### config.mk
export PLATFORM = sky130hd
export DESIGN_NAME = axis_switch
export DESIGN_NICKNAME = d
export VERILOG_FILES = /design/src/design/axis_beat_pkg.sv /design/src/design/axis_arb_pkg.sv /design/src/design/axis_beat_if.sv /design/src/design/upstream_arbiter.sv /design/src/design/downstream_fifo.sv /design/src/design/downstream_demux.sv /design/src/design/axis_switch.sv
export VERILOG_INCLUDE_DIRS = /design/src /design/src/design
export SDC_FILE = /design/constraint.sdc
export NUM_CORES = 1
export LEC_CHECK = 0
export BUFFER_PORTS_ARGS = -buffer_cell sky130_fd_sc_hd__buf_4
export CAP_MARGIN = 10
export CORE_MARGIN = 2
export CORE_UTILIZATION = 43
export CTS_CLUSTER_DIAMETER = 120
export DETAILED_ROUTE_END_ITERATION = 6
export HOLD_SLACK_MARGIN = 0.05
export PLACE_DENSITY = 0.61
export SETUP_SLACK_MARGIN = 0.1
export SYNTH_ARGS = -nofsm -noshare
export SYNTH_HDL_FRONTEND = slang
export SYNTH_SLANG_ARGS = --single-unit
### constraint.sdc
create_clock -name axis_clk -period 5.9 [get_ports axis_clk]
set_input_delay 0.295 -clock axis_clk [delete_from_list [all_inputs] [get_ports axis_clk]]
set_output_delay 0.295 -clock axis_clk [all_outputs]
set_load 0.005 [all_outputs]
### src/design/axis_switch_defs.svh
`ifndef AXIS_SWITCH_DEFS_SVH
`define AXIS_SWITCH_DEFS_SVH

// stream beat field widths
`define AXIS_DATA_W 32
`define AXIS_KEEP_W (`AXIS_DATA_W / 8)
`define AXIS_USER_W 2
`define AXIS_TID_W 2

// beats a normal grant may hold the serdes link
`define ARB_BURST_MAX 8

// downstream buffering
`define DS_FIFO_DEPTH 16

`endif

### src/design/axis_beat_pkg.sv
`include "axis_switch_defs.svh"

package axis_beat_pkg;

    // payload of one beat
    typedef logic [`AXIS_DATA_W-1:0] axis_data_t;

    // one enable bit per data byte
    typedef logic [`AXIS_KEEP_W-1:0] axis_keep_t;

    // user sideband carried with each beat
    typedef logic [`AXIS_USER_W-1:0] axis_user_t;

    // source id upstream and destination id downstream
    typedef logic [`AXIS_TID_W-1:0] axis_tid_t;

endpackage

### src/design/axis_arb_pkg.sv
`include "axis_switch_defs.svh"

package axis_arb_pkg;

    // upstream source numbers, also used as tid
    typedef logic [`AXIS_TID_W-1:0] src_id_t;

    localparam src_id_t SRC_UP = 2'd0;
    localparam src_id_t SRC_AA = 2'd1;
    localparam src_id_t SRC_LA = 2'd2;

    // wait states remember the last source served
    typedef enum logic [2:0] {
        WAIT_UP, WAIT_AA, WAIT_LA,
        GRANT_UP, GRANT_AA, GRANT_LA
    } arb_state_t;

    typedef logic [$clog2(`ARB_BURST_MAX)-1:0] burst_cnt_t;

endpackage

### src/design/axis_beat_if.sv
`timescale 1ns/1ns

interface axis_beat_if
    import axis_beat_pkg::*;
();
    logic       tvalid;
    logic       tready;
    axis_data_t tdata;
    axis_keep_t tkeep;
    logic       tlast;
    axis_user_t tuser;
    axis_tid_t  tid;

    // driver side of the link
    modport source (
        output tvalid, tdata, tkeep, tlast, tuser, tid,
        input  tready
    );

    modport sink (
        input  tvalid, tdata, tkeep, tlast, tuser, tid,
        output tready
    );
endinterface

### src/design/upstream_arbiter.sv
`timescale 1ns/1ns
`include "axis_switch_defs.svh"

module upstream_arbiter
    import axis_arb_pkg::*;
(
    input logic         axis_clk,
    input logic         axi_reset_n,
    input logic         up_hpri_req,
    input logic         la_hpri_req,
    axis_beat_if.sink   up_src,
    axis_beat_if.sink   aa_src,
    axis_beat_if.sink   la_src,
    axis_beat_if.source is_out
);
    localparam burst_cnt_t BURST_LAST = burst_cnt_t'(`ARB_BURST_MAX - 1);

    arb_state_t state;
    arb_state_t state_nxt;
    burst_cnt_t burst_cnt;
    src_id_t    cur_src;
    logic       granted;
    logic       normal_grant;
    logic       xfer;
    logic       burst_end;
    logic [2:0] hreq;
    logic [2:0] nreq;

    function automatic arb_state_t wait_of(input src_id_t src);
        case (src)
            SRC_AA:  return WAIT_AA;
            SRC_LA:  return WAIT_LA;
            default: return WAIT_UP;
        endcase
    endfunction

    function automatic arb_state_t grant_of(input src_id_t src);
        case (src)
            SRC_AA:  return GRANT_AA;
            SRC_LA:  return GRANT_LA;
            default: return GRANT_UP;
        endcase
    endfunction

    // round robin from the source after last_src with hpri over normal
    function automatic arb_state_t pick_next(input src_id_t last_src,
                                             input logic [2:0] hreq_v,
                                             input logic [2:0] nreq_v);
        arb_state_t nxt;
        int         idx;
        nxt = wait_of(last_src);
        // weakest candidates first so the strongest match is assigned last
        for (int i = 3; i >= 1; i--) begin
            idx = (int'(last_src) + i) % 3;
            if (nreq_v[idx]) nxt = grant_of(src_id_t'(idx));
        end
        for (int i = 3; i >= 1; i--) begin
            idx = (int'(last_src) + i) % 3;
            if (hreq_v[idx]) nxt = grant_of(src_id_t'(idx));
        end
        return nxt;
    endfunction

    // aa has no high-priority request
    assign hreq = {la_hpri_req, 1'b0, up_hpri_req};
    assign nreq = {la_src.tvalid, aa_src.tvalid, up_src.tvalid};

    always_comb begin
        granted = 1'b0;
        cur_src = SRC_UP;
        case (state)
            WAIT_AA:  cur_src = SRC_AA;
            WAIT_LA:  cur_src = SRC_LA;
            GRANT_UP: granted = 1'b1;
            GRANT_AA: begin
                granted = 1'b1;
                cur_src = SRC_AA;
            end
            GRANT_LA: begin
                granted = 1'b1;
                cur_src = SRC_LA;
            end
            default: ;
        endcase
    end

    assign normal_grant = granted && !hreq[cur_src];
    assign xfer = is_out.tvalid && is_out.tready;
    assign burst_end = xfer && (is_out.tlast || (normal_grant && burst_cnt == BURST_LAST));

    always_comb begin
        if (granted) begin
            state_nxt = burst_end ? wait_of(cur_src) : state;
        end else begin
            state_nxt = pick_next(cur_src, hreq, nreq);
        end
    end

    always_ff @(posedge axis_clk or negedge axi_reset_n) begin
        if (!axi_reset_n) begin
            state     <= WAIT_UP;
            burst_cnt <= '0;
        end else begin
            state <= state_nxt;
            if (!normal_grant) begin
                burst_cnt <= '0;
            end else if (xfer) begin
                burst_cnt <= burst_cnt + 1'b1;
            end
        end
    end

    // granted beat straight through to the serdes
    always_comb begin
        is_out.tvalid = 1'b0;
        is_out.tdata  = '0;
        is_out.tkeep  = '0;
        is_out.tlast  = 1'b0;
        is_out.tuser  = '0;
        is_out.tid    = '0;
        up_src.tready = 1'b0;
        aa_src.tready = 1'b0;
        la_src.tready = 1'b0;
        if (granted) begin
            is_out.tid = cur_src;
            case (cur_src)
                SRC_AA: begin
                    is_out.tvalid = aa_src.tvalid;
                    is_out.tdata  = aa_src.tdata;
                    is_out.tkeep  = aa_src.tkeep;
                    is_out.tlast  = aa_src.tlast;
                    is_out.tuser  = aa_src.tuser;
                    aa_src.tready = is_out.tready;
                end
                SRC_LA: begin
                    is_out.tvalid = la_src.tvalid;
                    is_out.tdata  = la_src.tdata;
                    is_out.tkeep  = la_src.tkeep;
                    is_out.tlast  = la_src.tlast;
                    is_out.tuser  = la_src.tuser;
                    la_src.tready = is_out.tready;
                end
                default: begin
                    is_out.tvalid = up_src.tvalid;
                    is_out.tdata  = up_src.tdata;
                    is_out.tkeep  = up_src.tkeep;
                    is_out.tlast  = up_src.tlast;
                    is_out.tuser  = up_src.tuser;
                    up_src.tready = is_out.tready;
                end
            endcase
        end
    end
endmodule

### src/design/downstream_fifo.sv
`timescale 1ns/1ns
`include "axis_switch_defs.svh"

module downstream_fifo
    import axis_beat_pkg::*;
#(
    parameter int DEPTH = `DS_FIFO_DEPTH
) (
    input logic         axis_clk,
    input logic         axi_reset_n,
    axis_beat_if.sink   in,
    axis_beat_if.source out
);
    localparam int AW = $clog2(DEPTH);

    // beat storage split by field
    axis_data_t data_mem [DEPTH];
    axis_keep_t keep_mem [DEPTH];
    axis_user_t user_mem [DEPTH];
    axis_tid_t  tid_mem  [DEPTH];
    logic       last_mem [DEPTH];

    logic [AW-1:0] wr_ptr;
    logic [AW-1:0] rd_ptr;
    logic [AW:0]   count;
    logic          push;
    logic          pop;

    assign in.tready  = (count != (AW + 1)'(DEPTH));
    assign out.tvalid = (count != '0);
    assign push = in.tvalid && in.tready;
    assign pop  = out.tvalid && out.tready;

    always_ff @(posedge axis_clk) begin
        if (push) begin
            data_mem[wr_ptr] <= in.tdata;
            keep_mem[wr_ptr] <= in.tkeep;
            user_mem[wr_ptr] <= in.tuser;
            tid_mem[wr_ptr]  <= in.tid;
            last_mem[wr_ptr] <= in.tlast;
        end
    end

    // pointers wrap on their own since DEPTH is a power of two
    always_ff @(posedge axis_clk or negedge axi_reset_n) begin
        if (!axi_reset_n) begin
            wr_ptr <= '0;
            rd_ptr <= '0;
            count  <= '0;
        end else begin
            if (push) begin
                wr_ptr <= wr_ptr + 1'b1;
            end
            if (pop) begin
                rd_ptr <= rd_ptr + 1'b1;
            end
            case ({push, pop})
                2'b10:   count <= count + 1'b1;
                2'b01:   count <= count - 1'b1;
                default: ;
            endcase
        end
    end

    // head of queue
    assign out.tdata = data_mem[rd_ptr];
    assign out.tkeep = keep_mem[rd_ptr];
    assign out.tuser = user_mem[rd_ptr];
    assign out.tid   = tid_mem[rd_ptr];
    assign out.tlast = last_mem[rd_ptr];
endmodule

### src/design/downstream_demux.sv
`timescale 1ns/1ns

module downstream_demux
    import axis_arb_pkg::*;
(
    axis_beat_if.sink   in,
    axis_beat_if.source up_dst,
    axis_beat_if.source aa_dst
);
    logic to_up;
    logic to_aa;

    assign to_up = (in.tid == SRC_UP);
    assign to_aa = (in.tid == SRC_AA);

    // only the addressed port sees the beat
    assign up_dst.tvalid = in.tvalid && to_up;
    assign up_dst.tdata  = to_up ? in.tdata : '0;
    assign up_dst.tkeep  = to_up ? in.tkeep : '0;
    assign up_dst.tlast  = to_up && in.tlast;
    assign up_dst.tuser  = to_up ? in.tuser : '0;
    assign up_dst.tid    = to_up ? in.tid : '0;

    assign aa_dst.tvalid = in.tvalid && to_aa;
    assign aa_dst.tdata  = to_aa ? in.tdata : '0;
    assign aa_dst.tkeep  = to_aa ? in.tkeep : '0;
    assign aa_dst.tlast  = to_aa && in.tlast;
    assign aa_dst.tuser  = to_aa ? in.tuser : '0;
    assign aa_dst.tid    = to_aa ? in.tid : '0;

    // tid 2 and 3 have no consumer and are dropped
    assign in.tready = to_up ? up_dst.tready : (to_aa ? aa_dst.tready : 1'b1);
endmodule

### src/design/axis_switch.sv
`timescale 1ns/1ns

module axis_switch
    import axis_beat_pkg::*;
(
    input  logic       axis_clk,
    input  logic       axi_reset_n,
    // user project source
    input  axis_data_t up_as_tdata,
    input  axis_keep_t up_as_tkeep,
    input  logic       up_as_tlast,
    input  logic       up_as_tvalid,
    input  axis_user_t up_as_tuser,
    input  logic       up_hpri_req,
    output logic       as_up_tready,
    // register bridge source
    input  axis_data_t aa_as_tdata,
    input  axis_keep_t aa_as_tkeep,
    input  logic       aa_as_tlast,
    input  logic       aa_as_tvalid,
    input  axis_user_t aa_as_tuser,
    output logic       as_aa_tready,
    // logic analyzer source
    input  axis_data_t la_as_tdata,
    input  axis_keep_t la_as_tkeep,
    input  logic       la_as_tlast,
    input  logic       la_as_tvalid,
    input  axis_user_t la_as_tuser,
    input  logic       la_hpri_req,
    output logic       as_la_tready,
    // upstream to serdes
    output axis_data_t as_is_tdata,
    output axis_keep_t as_is_tkeep,
    output logic       as_is_tlast,
    output logic       as_is_tvalid,
    output axis_user_t as_is_tuser,
    output axis_tid_t  as_is_tid,
    input  logic       is_as_tready,
    // downstream from serdes
    input  axis_data_t is_as_tdata,
    input  axis_keep_t is_as_tkeep,
    input  logic       is_as_tlast,
    input  logic       is_as_tvalid,
    input  axis_user_t is_as_tuser,
    input  axis_tid_t  is_as_tid,
    output logic       as_is_tready,
    // downstream to user project
    output axis_data_t as_up_tdata,
    output axis_keep_t as_up_tkeep,
    output logic       as_up_tlast,
    output logic       as_up_tvalid,
    output axis_user_t as_up_tuser,
    input  logic       up_as_tready,
    // downstream to register bridge
    output axis_data_t as_aa_tdata,
    output axis_keep_t as_aa_tkeep,
    output logic       as_aa_tlast,
    output logic       as_aa_tvalid,
    output axis_user_t as_aa_tuser,
    input  logic       aa_as_tready
);
    axis_beat_if up_src ();
    axis_beat_if aa_src ();
    axis_beat_if la_src ();
    axis_beat_if is_out ();
    axis_beat_if is_in ();
    axis_beat_if fifo_out ();
    axis_beat_if up_dst ();
    axis_beat_if aa_dst ();

    // source tid is replaced by the arbiter
    assign {up_src.tvalid, up_src.tdata, up_src.tkeep, up_src.tlast, up_src.tuser} =
        {up_as_tvalid, up_as_tdata, up_as_tkeep, up_as_tlast, up_as_tuser};
    assign up_src.tid = '0;
    assign as_up_tready = up_src.tready;

    assign {aa_src.tvalid, aa_src.tdata, aa_src.tkeep, aa_src.tlast, aa_src.tuser} =
        {aa_as_tvalid, aa_as_tdata, aa_as_tkeep, aa_as_tlast, aa_as_tuser};
    assign aa_src.tid = '0;
    assign as_aa_tready = aa_src.tready;

    assign {la_src.tvalid, la_src.tdata, la_src.tkeep, la_src.tlast, la_src.tuser} =
        {la_as_tvalid, la_as_tdata, la_as_tkeep, la_as_tlast, la_as_tuser};
    assign la_src.tid = '0;
    assign as_la_tready = la_src.tready;

    assign {as_is_tvalid, as_is_tdata, as_is_tkeep, as_is_tlast, as_is_tuser, as_is_tid} =
        {is_out.tvalid, is_out.tdata, is_out.tkeep, is_out.tlast, is_out.tuser, is_out.tid};
    assign is_out.tready = is_as_tready;

    assign {is_in.tvalid, is_in.tdata, is_in.tkeep, is_in.tlast, is_in.tuser, is_in.tid} =
        {is_as_tvalid, is_as_tdata, is_as_tkeep, is_as_tlast, is_as_tuser, is_as_tid};
    assign as_is_tready = is_in.tready;

    // destination tid is implied by the port
    assign {as_up_tvalid, as_up_tdata, as_up_tkeep, as_up_tlast, as_up_tuser} =
        {up_dst.tvalid, up_dst.tdata, up_dst.tkeep, up_dst.tlast, up_dst.tuser};
    assign up_dst.tready = up_as_tready;

    assign {as_aa_tvalid, as_aa_tdata, as_aa_tkeep, as_aa_tlast, as_aa_tuser} =
        {aa_dst.tvalid, aa_dst.tdata, aa_dst.tkeep, aa_dst.tlast, aa_dst.tuser};
    assign aa_dst.tready = aa_as_tready;

    upstream_arbiter i_upstream_arbiter (
        .axis_clk    (axis_clk),
        .axi_reset_n (axi_reset_n),
        .up_hpri_req (up_hpri_req),
        .la_hpri_req (la_hpri_req),
        .up_src      (up_src.sink),
        .aa_src      (aa_src.sink),
        .la_src      (la_src.sink),
        .is_out      (is_out.source)
    );

    downstream_fifo i_downstream_fifo (
        .axis_clk    (axis_clk),
        .axi_reset_n (axi_reset_n),
        .in          (is_in.sink),
        .out         (fifo_out.source)
    );

    downstream_demux i_downstream_demux (
        .in     (fifo_out.sink),
        .up_dst (up_dst.source),
        .aa_dst (aa_dst.source)
    );
endmodule

==> metrics <==
initial drt markers 1513; first-pass GRT wire length 106 mm; worst vdd ir 436 uV; crit-path cells buf_4, nand2_2, buf_4, o221ai_1, o22ai_1, a21oi_1, and2_1, buf_4; Die Span Y 259 um; status finished, final reports clean; Post-CTS Setup Bufs 0; CP Max Fanout 31; register bit total from synthesis 675; largest cells by area after synthesis edfxtp_1 70%, mux4_2 6.8%, mux2i_1 6.2%; vias in the first global route 16163; Leak Pwr 11.9 nW; CTS Buf Count 70; Tightest Pin Transition 1.21 ns; kind of critical path register to primary output; syn nets 1796; worst skew pair latency 0.60 ns; RSZ-0062 raised after global routing no; die area 67100 um2; Max-cap violations 0; Area growth, synth to finish 20.5%; Post-synth EDFFs 656; share of layout cells above drive strength 1 26.9%; post-synth top area cell edfxtp_1; Synth top cells by count 656 x edfxtp_1, 174 x mux2i_1, 84 x mux4_2; Yosys cell types 53; r2r setup slk 1.79 ns; io pins 295; Port Buffer Count 294; crit path time final 4.46 ns; CP required 5.61 ns; most numerous cell in the Yosys netlist edfxtp_1; mean area per synthesized cell 17.4 um2; Synth warnings 0; Routed Antenna Nets 0; synthesized instance count 1610; Hold Slack 0.169 ns; Reg2Reg Depth 15; register area share after synthesis 72.1%; CP Launch Type register; CP most frequent cell buf_4; initial antenna violation count 4; Crit path arrival time 4.17 ns; routability cong. 0.887; Vias/cell 5.67; Slew Viols, Final 0; Synth Cell Area 28000 um2; drt pass-1 iters 6; Async SR Flop Fraction 2.81%; hold_buf cts 42; Highest Clock Rate 224 MHz; ys flop type edfxtp_1; Max stage delay on crit path 1.00 ns; Crit. End Element primary output; clock tree buffer depth 3; area share of the largest cell type after synthesis 70.4%; worst hold path type input port to async pin; R2R Path Start i_downstream_fifo.rd_ptr[2]; Rows 93; slew margin rel. 18.9%; Total Power 17.9 mW; worst r2r dst i_downstream_fifo.count[4]; CTS root buf clkbuf_16; setup TNS 0 ns; clk slew on worst S/H paths 0.06 ns; grt total ovfl 0; vias 16187; CP startpoint i_downstream_fifo.rd_ptr[2]; Post-CTS Resized 0; clock skew 0.0125 ns; clock sinks 675; DRC errors left 0; final wirelength 71.9 mm; Total GRT Usage 21.3%; largest net degree at the start of global routing 96; power density over cell area 530 nW/um2; WL per Instance 25.2 um; Layout Nets 2130; Starting Density 43.5%; chip width 259 um; dpl hpwl 41.1 mm; share of the cycle needed by the critical path after routing 75.6%; final setup fails 0; Filler Cell Count 5198; Slowest-stage cell, CP dfrtp_2; Core Area 64300 um2; H-tree levels 3; Fin. Hold Viols 0; CTS tree done; CP Capture Point as_up_tdata[11]
-- sequential cells by signal (all words and copies together), names as in the netlist --
register	flops
i_downstream_fifo.count	5
i_downstream_fifo.data_mem	512
i_downstream_fifo.keep_mem	64
i_downstream_fifo.last_mem	16
i_downstream_fifo.rd_ptr	4
i_downstream_fifo.tid_mem	32
i_downstream_fifo.user_mem	32
i_downstream_fifo.wr_ptr	4
i_upstream_arbiter.burst_cnt	3
i_upstream_arbiter.state	3
-- worst max-delay path, delay by kind of cell (launching register included) --
kind                   cells  cell delay, ns
and+or+nand+nor            2            0.63
DFF                        1            1.00
AOI/OAI and AO/OA          3            0.78
buffers and inverters      3            1.09
-- layout by cell type (no fill, tap or decap), types with 6 or more instances in the layout --
master,instances
edfxtp_1,656
buf_4,327
mux2i_1,174
mux4_2,84
and2_1,80
o221ai_1,80
clkbuf_16,72
nand2_1,59
nor2_1,52
o21ai_0,48
a21oi_1,46
o22ai_1,42
dlygate4sd3_1,42
a221o_1,40
clkbuf_1,23
dfrtp_1,15
ha_1,14
inv_1,12
nor2_4,12
clkinv_1,12
clkinv_2,9
xnor2_1,7
nand2b_1,6
xor2_1,6
and3_1,6
-- cell families (layout without fill, tap and decap cells) --
logic type,Yosys count,count (layout),share of synthesized area [%]
xor+xnor,13,13,0.407
other cells,0,3,0
flops,675,675,72.1
mux,264,264,13.2
compound gates,273,273,7.03
fa+ha+maj,17,17,0.788
simple gates,246,246,4.41
buf+inv,122,508,1.98
-- through the flow --
step	utilization [%]	cell area [um2]	worst slack (ns)	cells
finish	52.3	33700	1.44	2854
global route	52.3	33700	1.22	2854
CTS	52.3	33600	1.40	2850
global placement	48.4	31100	1.79	2684
detailed placement	48.4	31100	1.79	2684
floorplan	-	28000	1.51	1610
-- layer usage --
| layer | wire length (um) | vias to the layer above | part of all wire (%) | global-route usage [%] |
|---|---|---|---|---|
| met1 | 31300 | 8361 | 44 | 29.4 |
| met2 | 34500 | 544 | 48 | 34.5 |
| met4 | 1630 | 2 | 2.3 | 6.65 |
| met3 | 4440 | 104 | 6.2 | 3.73 |
| met5 | 7 | - | 0.0097 | 0 |
| li1 | - | 7176 | - | - |
-- where the power goes --
group / switching (mW) / internal [mW] / leakage [nW]
registers: 0.358 / 5.80 / 6.15
logic: 4.24 / 3.38 / 4.72
clock network: 1.75 / 2.34 / 1.02
total: 6.35 / 11.5 / 11.9
-- worst min-delay path by stage --
stage	from	end	slack, ns	cells after the start
after floorplan	axi_reset_n	i_downstream_fifo.count[0]	-0.0006	0
after global placement	axi_reset_n	i_downstream_fifo.rd_ptr[1]	0.18	1
after detailed placement	axi_reset_n	i_downstream_fifo.rd_ptr[1]	0.19	1
after CTS	axi_reset_n	i_downstream_fifo.count[4]	0.14	2
after global routing	axi_reset_n	i_downstream_fifo.count[1]	0.18	2
final	axi_reset_n	i_downstream_fifo.count[1]	0.17	2
-- cell type report --
cell class / instances / area (um2) / share of cell area (%)
Sequential cell: 675 / 20200 / 59.9
Clock buffer: 95 / 1890 / 5.61
Tap cell: 855 / 1070 / 3.18
Multi-Input combinational cell: 813 / 7350 / 21.8
Inverter: 13 / 48.8 / 0.145
Antenna cell: 3 / 7.51 / 0.0223
Timing Repair Buffer: 371 / 2920 / 8.68
Clock inverter: 29 / 209 / 0.620
Power figures use the tool's default switching activity.
